### src/source/sifhPkg.sv
`default_nettype none

package sifhPkg;

    // timestamp and histogram geometry
    localparam int stampWidth    = 10;
    localparam int numBins       = 16;
    localparam int binIdxWidth   = 4;
    localparam int peakMax       = 8;
    localparam int samplesPerHis = 64;

    // bin widths as powers of two
    localparam int coarseShift = 6;
    localparam int fineShift   = 3;

    // fine window placement
    localparam int windowSpan = 128;
    localparam int windowBack = 32;
    // keeps window start + span inside the code range
    localparam int windowMax  = (1 << stampWidth) - windowSpan;

    // bits above the fine bin that must be zero for an in-window sample
    localparam int excessWidth = stampWidth - binIdxWidth - fineShift;

    localparam logic [binIdxWidth-1:0] lastBin = binIdxWidth'(numBins - 1);

    // accept counter, reaches samplesPerHis
    localparam int acceptWidth = 7;
    localparam logic [acceptWidth-1:0] lastAccept = acceptWidth'(samplesPerHis - 1);

    // hisBuilderFSM states
    localparam logic [1:0] stAcquire  = 2'd0;
    localparam logic [1:0] stDrain    = 2'd1;
    localparam logic [1:0] stWaitPeak = 2'd2;
    localparam logic [1:0] stArm      = 2'd3;

    // coarse decode of the offset word
    typedef struct packed {
        logic                   borrow;
        logic [binIdxWidth-1:0] bin;
        logic [coarseShift-1:0] rem;
    } coarseView_t;

    // fine decode, excess set means past the window end
    typedef struct packed {
        logic                   borrow;
        logic [excessWidth-1:0] excess;
        logic [binIdxWidth-1:0] bin;
        logic [fineShift-1:0]   rem;
    } fineView_t;

    // timestamp minus window start, borrow on top
    typedef union packed {
        logic [stampWidth:0] word;
        coarseView_t         coarseView;
        fineView_t           fineView;
    } offsetWord_t;

endpackage

`default_nettype wire

### src/source/algebraicBlock.sv
`default_nettype none

module algebraicBlock (
    input  wire logic                               clk,
    input  wire logic                               rst,
    input  wire logic                               peakDone,
    input  wire logic                               hisNum,
    input  wire logic [sifhPkg::binIdxWidth-1:0]    peakIdx,
    output logic      [sifhPkg::stampWidth-1:0]     windowStart,
    output logic      [sifhPkg::stampWidth-1:0]     peakStamp,
    output logic                                    resultValid
);

    logic [sifhPkg::stampWidth:0]   rawStart;
    logic [sifhPkg::stampWidth-1:0] clampedStart;
    logic [sifhPkg::stampWidth-1:0] fineOffset;

    // coarse bin start minus 32, borrow in the top bit
    assign rawStart = {1'b0, peakIdx, {sifhPkg::coarseShift{1'b0}}} -
                      (sifhPkg::stampWidth + 1)'(sifhPkg::windowBack);

    // negative -> 0, past 896 -> 896
    always_comb begin
        if (rawStart[sifhPkg::stampWidth]) begin
            clampedStart = '0;
        end else if (rawStart > sifhPkg::windowMax) begin
            clampedStart = sifhPkg::stampWidth'(sifhPkg::windowMax);
        end else begin
            clampedStart = rawStart[sifhPkg::stampWidth-1:0];
        end
    end

    // fine bin centre relative to window start
    assign fineOffset = {peakIdx, {sifhPkg::fineShift{1'b0}}} +
                        sifhPkg::stampWidth'(1 << (sifhPkg::fineShift - 1));

    always_ff @(posedge clk) begin
        if (rst) begin
            windowStart <= '0;
            peakStamp   <= '0;
            resultValid <= 1'b0;
        end else begin
            resultValid <= peakDone && hisNum;
            if (peakDone && !hisNum) begin
                windowStart <= clampedStart;
            end
            // max 896 + 120 + 4, no overflow
            if (peakDone && hisNum) begin
                peakStamp <= windowStart + fineOffset;
            end
        end
    end

endmodule

`default_nettype wire

### src/source/binMapper.sv
`default_nettype none

module binMapper (
    input  wire logic                               clk,
    input  wire logic                               rst,
    input  wire logic                               sampleAccept,
    input  wire logic [sifhPkg::stampWidth-1:0]     roughData,
    input  wire logic [sifhPkg::stampWidth-1:0]     windowStart,
    input  wire logic                               hisNum,
    output logic                                    binValid,
    output logic      [sifhPkg::binIdxWidth-1:0]    binIdx
);

    sifhPkg::offsetWord_t offset;
    logic                 inWindow;
    logic [sifhPkg::binIdxWidth-1:0] nextIdx;

    // coarse pass uses the raw stamp
    // fine pass subtracts the window start, borrow lands in the top bit
    always_comb begin
        if (hisNum) begin
            offset.word = {1'b0, roughData} - {1'b0, windowStart};
        end else begin
            offset.word = {1'b0, roughData};
        end
    end

    // only fine samples can fall outside
    // below the window -> borrow, above it -> excess bits
    assign inWindow = !hisNum ||
                      (!offset.fineView.borrow && (offset.fineView.excess == '0));

    // view picked by pass
    assign nextIdx = hisNum ? offset.fineView.bin : offset.coarseView.bin;

    always_ff @(posedge clk) begin
        if (rst) begin
            binValid <= 1'b0;
        end else begin
            binValid <= sampleAccept && inWindow;
        end
    end

    // index is payload, qualified by binValid
    always_ff @(posedge clk) begin
        if (sampleAccept) begin
            binIdx <= nextIdx;
        end
    end

endmodule

`default_nettype wire

### src/source/hisBuilderFSM.sv
`default_nettype none

module hisBuilderFSM (
    input  wire logic                               clk,
    input  wire logic                               rst,
    input  wire logic                               wrEn,
    output logic                                    acqActive,
    output logic                                    sampleAccept,
    input  wire logic                               binValid,
    input  wire logic [sifhPkg::binIdxWidth-1:0]    binIdx,
    output logic                                    acqCountFinish,
    output logic                                    hisNum,
    input  wire logic [sifhPkg::binIdxWidth-1:0]    scanAddr,
    input  wire logic                               scanClear,
    output logic      [sifhPkg::peakMax-1:0]        scanCount,
    input  wire logic                               peakDone
);

    logic [1:0]                         state;
    logic [sifhPkg::acceptWidth-1:0]    acceptCount;
    logic [sifhPkg::peakMax-1:0]        binCount [sifhPkg::numBins];

    // sampling window is the ACQUIRE state itself
    assign acqActive    = (state == sifhPkg::stAcquire);
    assign sampleAccept = wrEn && acqActive;

    // scanner read port, combinational
    assign scanCount = binCount[scanAddr];

    always_ff @(posedge clk) begin
        if (rst) begin
            state          <= sifhPkg::stAcquire;
            acceptCount    <= '0;
            acqCountFinish <= 1'b0;
            hisNum         <= 1'b0;
        end else begin
            acqCountFinish <= 1'b0;
            case (state)
                sifhPkg::stAcquire: begin
                    if (sampleAccept) begin
                        acceptCount <= acceptCount + 1'b1;
                        // 64th accept closes the pass
                        if (acceptCount == sifhPkg::lastAccept) begin
                            state <= sifhPkg::stDrain;
                        end
                    end
                end
                sifhPkg::stDrain: begin
                    // last sample's increment lands on this edge
                    acqCountFinish <= 1'b1;
                    acceptCount    <= '0;
                    state          <= sifhPkg::stWaitPeak;
                end
                sifhPkg::stWaitPeak: begin
                    if (peakDone) begin
                        // coarse -> fine, fine -> new coarse run
                        hisNum <= !hisNum;
                        state  <= sifhPkg::stArm;
                    end
                end
                default: begin
                    // one idle cycle, window start settles
                    state <= sifhPkg::stAcquire;
                end
            endcase
        end
    end

    // bin counters
    // increments only while filling, clears only while scanning
    always_ff @(posedge clk) begin
        if (rst) begin
            for (int i = 0; i < sifhPkg::numBins; i++) begin
                binCount[i] <= '0;
            end
        end else begin
            if (binValid) begin
                binCount[binIdx] <= binCount[binIdx] + 1'b1;
            end
            if (scanClear) begin
                binCount[scanAddr] <= '0;
            end
        end
    end

endmodule

`default_nettype wire

### src/source/peakDetecter.sv
`default_nettype none

module peakDetecter (
    input  wire logic                               clk,
    input  wire logic                               rst,
    input  wire logic                               acqCountFinish,
    output logic      [sifhPkg::binIdxWidth-1:0]    scanAddr,
    output logic                                    scanClear,
    input  wire logic [sifhPkg::peakMax-1:0]        scanCount,
    input  wire logic                               hisNum,
    output logic                                    peakDone,
    output logic      [sifhPkg::binIdxWidth-1:0]    peakIdx,
    output logic      [sifhPkg::binIdxWidth-1:0]    peakCH,
    output logic      [sifhPkg::binIdxWidth-1:0]    peakFH
);

    logic                               scanBusy;
    logic                               reading;
    logic                               lastRead;
    logic                               takeNew;
    logic [sifhPkg::peakMax-1:0]        runMax;
    logic [sifhPkg::binIdxWidth-1:0]    runIdx;
    logic [sifhPkg::binIdxWidth-1:0]    winner;

    // bin 0 read in the acqCountFinish cycle itself
    assign reading   = acqCountFinish || scanBusy;
    assign scanClear = reading;
    assign lastRead  = reading && (scanAddr == sifhPkg::lastBin);

    // strictly greater, so lowest index keeps a tie
    // first bin always loads, all-zero gives bin 0
    assign takeNew = acqCountFinish || (scanCount > runMax);
    assign winner  = takeNew ? scanAddr : runIdx;

    always_ff @(posedge clk) begin
        if (rst) begin
            scanAddr <= '0;
            scanBusy <= 1'b0;
            peakDone <= 1'b0;
            peakIdx  <= '0;
            peakCH   <= '0;
            peakFH   <= '0;
        end else begin
            peakDone <= 1'b0;
            if (reading) begin
                // wraps back to 0 after bin 15
                scanAddr <= scanAddr + 1'b1;
                scanBusy <= !lastRead;
            end
            if (lastRead) begin
                peakDone <= 1'b1;
                peakIdx  <= winner;
                if (hisNum) begin
                    peakFH <= winner;
                end else begin
                    peakCH <= winner;
                end
            end
        end
    end

    // running maximum, only meaningful during a scan
    always_ff @(posedge clk) begin
        if (reading && takeNew) begin
            runMax <= scanCount;
            runIdx <= scanAddr;
        end
    end

endmodule

`default_nettype wire

### src/source/sifhTop.sv
`default_nettype none

module sifhTop (
    input  wire logic                               clk,
    input  wire logic                               rst,
    input  wire logic                               wrEn,
    input  wire logic [sifhPkg::stampWidth-1:0]     roughData,
    output logic                                    acqActive,
    output logic                                    hisNum,
    output logic                                    acqCountFinish,
    output logic      [sifhPkg::binIdxWidth-1:0]    peakCH,
    output logic      [sifhPkg::binIdxWidth-1:0]    peakFH,
    output logic      [sifhPkg::stampWidth-1:0]     windowStart,
    output logic      [sifhPkg::stampWidth-1:0]     peakStamp,
    output logic                                    resultValid
);

    // mapper <-> counters
    logic                               sampleAccept;
    logic                               binValid;
    logic [sifhPkg::binIdxWidth-1:0]    binIdx;

    // scanner read-and-clear port
    logic [sifhPkg::binIdxWidth-1:0]    scanAddr;
    logic                               scanClear;
    logic [sifhPkg::peakMax-1:0]        scanCount;

    // peak result
    logic                               peakDone;
    logic [sifhPkg::binIdxWidth-1:0]    peakIdx;

    binMapper binMapperU0 (
        .clk          (clk),
        .rst          (rst),
        .sampleAccept (sampleAccept),
        .roughData    (roughData),
        .windowStart  (windowStart),
        .hisNum       (hisNum),
        .binValid     (binValid),
        .binIdx       (binIdx)
    );

    hisBuilderFSM hisBuilderFSMU0 (
        .clk            (clk),
        .rst            (rst),
        .wrEn           (wrEn),
        .acqActive      (acqActive),
        .sampleAccept   (sampleAccept),
        .binValid       (binValid),
        .binIdx         (binIdx),
        .acqCountFinish (acqCountFinish),
        .hisNum         (hisNum),
        .scanAddr       (scanAddr),
        .scanClear      (scanClear),
        .scanCount      (scanCount),
        .peakDone       (peakDone)
    );

    peakDetecter peakDetecterU0 (
        .clk            (clk),
        .rst            (rst),
        .acqCountFinish (acqCountFinish),
        .scanAddr       (scanAddr),
        .scanClear      (scanClear),
        .scanCount      (scanCount),
        .hisNum         (hisNum),
        .peakDone       (peakDone),
        .peakIdx        (peakIdx),
        .peakCH         (peakCH),
        .peakFH         (peakFH)
    );

    algebraicBlock algebraicBlockU0 (
        .clk         (clk),
        .rst         (rst),
        .peakDone    (peakDone),
        .hisNum      (hisNum),
        .peakIdx     (peakIdx),
        .windowStart (windowStart),
        .peakStamp   (peakStamp),
        .resultValid (resultValid)
    );

endmodule

`default_nettype wire

### config.mk
export PLATFORM = sky130hd
export DESIGN_NAME = sifhTop
export DESIGN_NICKNAME = d
export VERILOG_FILES = /design/src/source/sifhPkg.sv /design/src/source/algebraicBlock.sv /design/src/source/binMapper.sv /design/src/source/hisBuilderFSM.sv /design/src/source/peakDetecter.sv /design/src/source/sifhTop.sv
export SDC_FILE = /design/constraint.sdc
export NUM_CORES = 1
export LEC_CHECK = 0
export BUFFER_PORTS_ARGS = -buffer_cell sky130_fd_sc_hd__buf_2
export CAP_MARGIN = 20
export CORE_ASPECT_RATIO = 1.75
export CORE_MARGIN = 2
export CORE_UTILIZATION = 35
export DETAILED_ROUTE_END_ITERATION = 8
export GPL_ROUTABILITY_DRIVEN = 0
export SYNTH_ARGS = -nofsm -noshare
export SYNTH_HDL_FRONTEND = slang
export SYNTH_SLANG_ARGS = --single-unit
### constraint.sdc
create_clock -name clk -period 7.5 [get_ports clk]
set_input_delay 0 -clock clk [delete_from_list [all_inputs] [get_ports clk]]
set_output_delay 0 -clock clk [all_outputs]
set_load 0.02 [all_outputs]
==> metrics <==
status=completed; Seq/Total Area, Yosys=0.390; first-pass GRT wire length=49.5 mm; Final #Nets=1128; Post-Syn Area=10500 um^2; Via Count=8489; WP data required=7.66 ns; CTS Buf Count=17; Fmax achieved=0.203 GHz; crit path max-delay cell type=dfxtp_2; CP Class=reg -> reg; Post-synth EDFFs=16; Slew Limit Headroom=0.228; Skew-Pair Late Insertion Delay=0.46 ns; syn_area_per_cell=9.60 um^2; ANT nets after route=0; total power=0.00213 W; Resize count post-CTS=0; htree depth=4; biggest area consumer among synthesized cells=dfxtp_1; Tcrit/Tclk final=0.658; Crit path arrival time=5.09 ns; dpl cell area=10800 um^2; Rows=83; final non-filler cell area=11500 um^2; All-Layer GR Usage=0.213; critical path fanouts, max=19; Critical Path Source Type=flip-flop; CP Cell Sequence=buf_4 > mux4_2 > mux4_2 > ha_1 > o21a_1 > o21a_1 > o21bai_1 > a21oi_1 > nor2_1 > nor2_1 > buf_4; FF+latch count, synth=196; I/O pin cnt=45; vias per cell=5.72; antenna violations before repair=2; CTS tree=done; yosys warns=0; die area=31300 um^2; fillers=2909; Post-CTS Setup Bufs=0; wire per inst=21.8 um; Hold-fix buffers, CTS=5; Detailed Route WL=32.4 mm; most frequent cells in the layout=dfxtp_1, nor2_1, a21oi_1, nor3b_1, mux4_2; die extent in y=233 um; dominant cells by area after synthesis=dfxtp_1, mux4_2, a21oi_1, nor2_1, nor3b_1; Final Max Tran Viols=0; Starting DRT DRC Count=637; min Tclk post-route=4.94 ns; layout cells sized above 1=0.169; # setup viols final=0; hpwl dp=23.0 mm; vias in the first global route=8296; Core ar.=29400 um^2; CTS Sinks=196; synth unique cells=59; Layout Area Growth over Synthesis=10.2%; IO Port Bufs=34; total grt overflow=0; die width=135 um; Power Density=185 nW/um^2; ys async rst share=0; Root Buffer=clkbuf_16; Clock Skew=0.0106 ns; unrepaired setup endpoints after global routing=false; Main synth FF type=dfxtp_1; Slew @ Worst Pin=1.15 ns; Peak VDD IR=0.000153 V; Util after Layout=0.392; Final Hold Viols=0; Slowest Stage Delay on Critical Path=0.79 ns; most common cell after layout, fill and taps aside=dfxtp_1; clk slew on worst S/H paths=0.07 ns; static leakage=4.30 nW; First-pass DRT Iterations=5; Max Root-Sink Buffers=2; hold crit path type=in -> reg; drc violations=0; pin count of the biggest net entering global routing=69; Synth Instances=1090; Sum Neg Setup Slack=0 ns; initial core utilization=0.356; Crit. End Element=flip-flop; Max-cap violations=0; post-synth top area share=0.344
-- where the power goes --
| group | internal (W) | switching (W) | leakage, nW |
|---|---|---|---|
| sequential | 0.00106 | 0.00000852 | 1.59 |
| clock | 0.000566 | 0.000420 | 0.302 |
| combinational | 0.0000260 | 0.0000538 | 2.40 |
-- kinds of logic (layout without fill, tap and decap cells) --
| group | Yosys count | count (layout) | share of synthesized area |
|---|---|---|---|
| AO/OA/AOI/OAI | 237 | 237 | 0.133 |
| XOR/XNOR | 16 | 16 | 0.0166 |
| adder cells (fa/ha/maj) | 28 | 28 | 0.0349 |
| buffers and inverters | 120 | 124 | 0.0551 |
| flip-flops | 196 | 196 | 0.390 |
| multiplexers | 82 | 82 | 0.168 |
| other | 1 | 8 | 0.000359 |
| AND/OR/NAND/NOR | 410 | 410 | 0.201 |
-- metal layers --
layer	vias up	global-route usage	share of wire
met2	308	0.383	0.52
met3	118	0.0362	0.042
li1	3930	-	-
met4	0	0.181	0.091
met1	4133	0.209	0.34
met5	-	0	0
-- stage by stage --
stage	setup slack, ns	hold slack (ns)	instances
3_3_place_gp	2.17	0.333	1441
3_5_place_dp	2.53	0.333	1443
5_1_grt	2.27	0.0228	1483
6_report	2.56	0.0125	1483
4_1_cts	2.53	0.0125	1480
2_1_floorplan	3.18	0.172	1096
-- worst max-delay path: cells and delay by family (launching register included) --
family,cells,cell delay [ns]
flip-flops,1,0.79
AND/OR/NAND/NOR,2,0.73
AO/OA/AOI/OAI,4,0.96
multiplexers,2,1.11
adder cells (fa/ha/maj),1,0.32
buffers and inverters,2,0.70
-- cell usage after synthesis, types with 6 or more instances --
master and number:
dfxtp_1 180, nor2_1 170, a21oi_1 130, nor3b_1 82
mux4_2 72, nand2_1 49, clkbuf_1 47, inv_1 32
nand3_1 28, ha_1 26, o21ai_0 24, edfxtp_1 16
and3_1 15, a31oi_1 14, nor3_1 13, a211oi_1 12
buf_2 12, o211ai_1 12, o21ai_1 11, buf_4 10
or3_1 10, a21oi_2 9, buf_1 9, nand2b_1 9
a22oi_1 8, xnor2_1 8, nor4_1 7, buf_6 6
-- area by class of cell --
class	instances	area, um^2	share of cell area
multi-input combinational	780	5820	0.505
sequential	196	4090	0.355
tap	382	478	0.0415
clock buffer	19	443	0.0384
timing repair buffer	59	387	0.0336
clock inverter	13	180	0.0156
inverter	33	124	0.0108
antenna	1	2.50	0.000217
-- sequential cells by signal, summed over array words and instances, names as in the netlist, 5 cells and up, named ones only --
register	flops
peakDetecterU0.runMax	8
hisBuilderFSMU0.binCount	128
hisBuilderFSMU0.acceptCount	7
algebraicBlockU0.windowStart	5
algebraicBlockU0.peakStamp	8
-- worst paths after layout --
| kind | start | endpoint | slack, ns | cells after the start |
|---|---|---|---|---|
| max | flip-flop | peakDetecterU0.runMax[5]$_DFFE_PP_ | 2.56 | 11 |
| min | roughData[8] | binMapperU0.binIdx[2]$_DFFE_PP_ | 0.01 | 3 |
| max reg2reg | flip-flop | peakDetecterU0.runMax[5]$_DFFE_PP_ | 2.56 | 11 |
| min reg2reg | algebraicBlockU0.peakStamp[7]$_SDFFE_PP0P_ | algebraicBlockU0.peakStamp[7]$_SDFFE_PP0P_ | 0.45 | 2 |
Note: power is estimated with default switching activity, not from simulation.
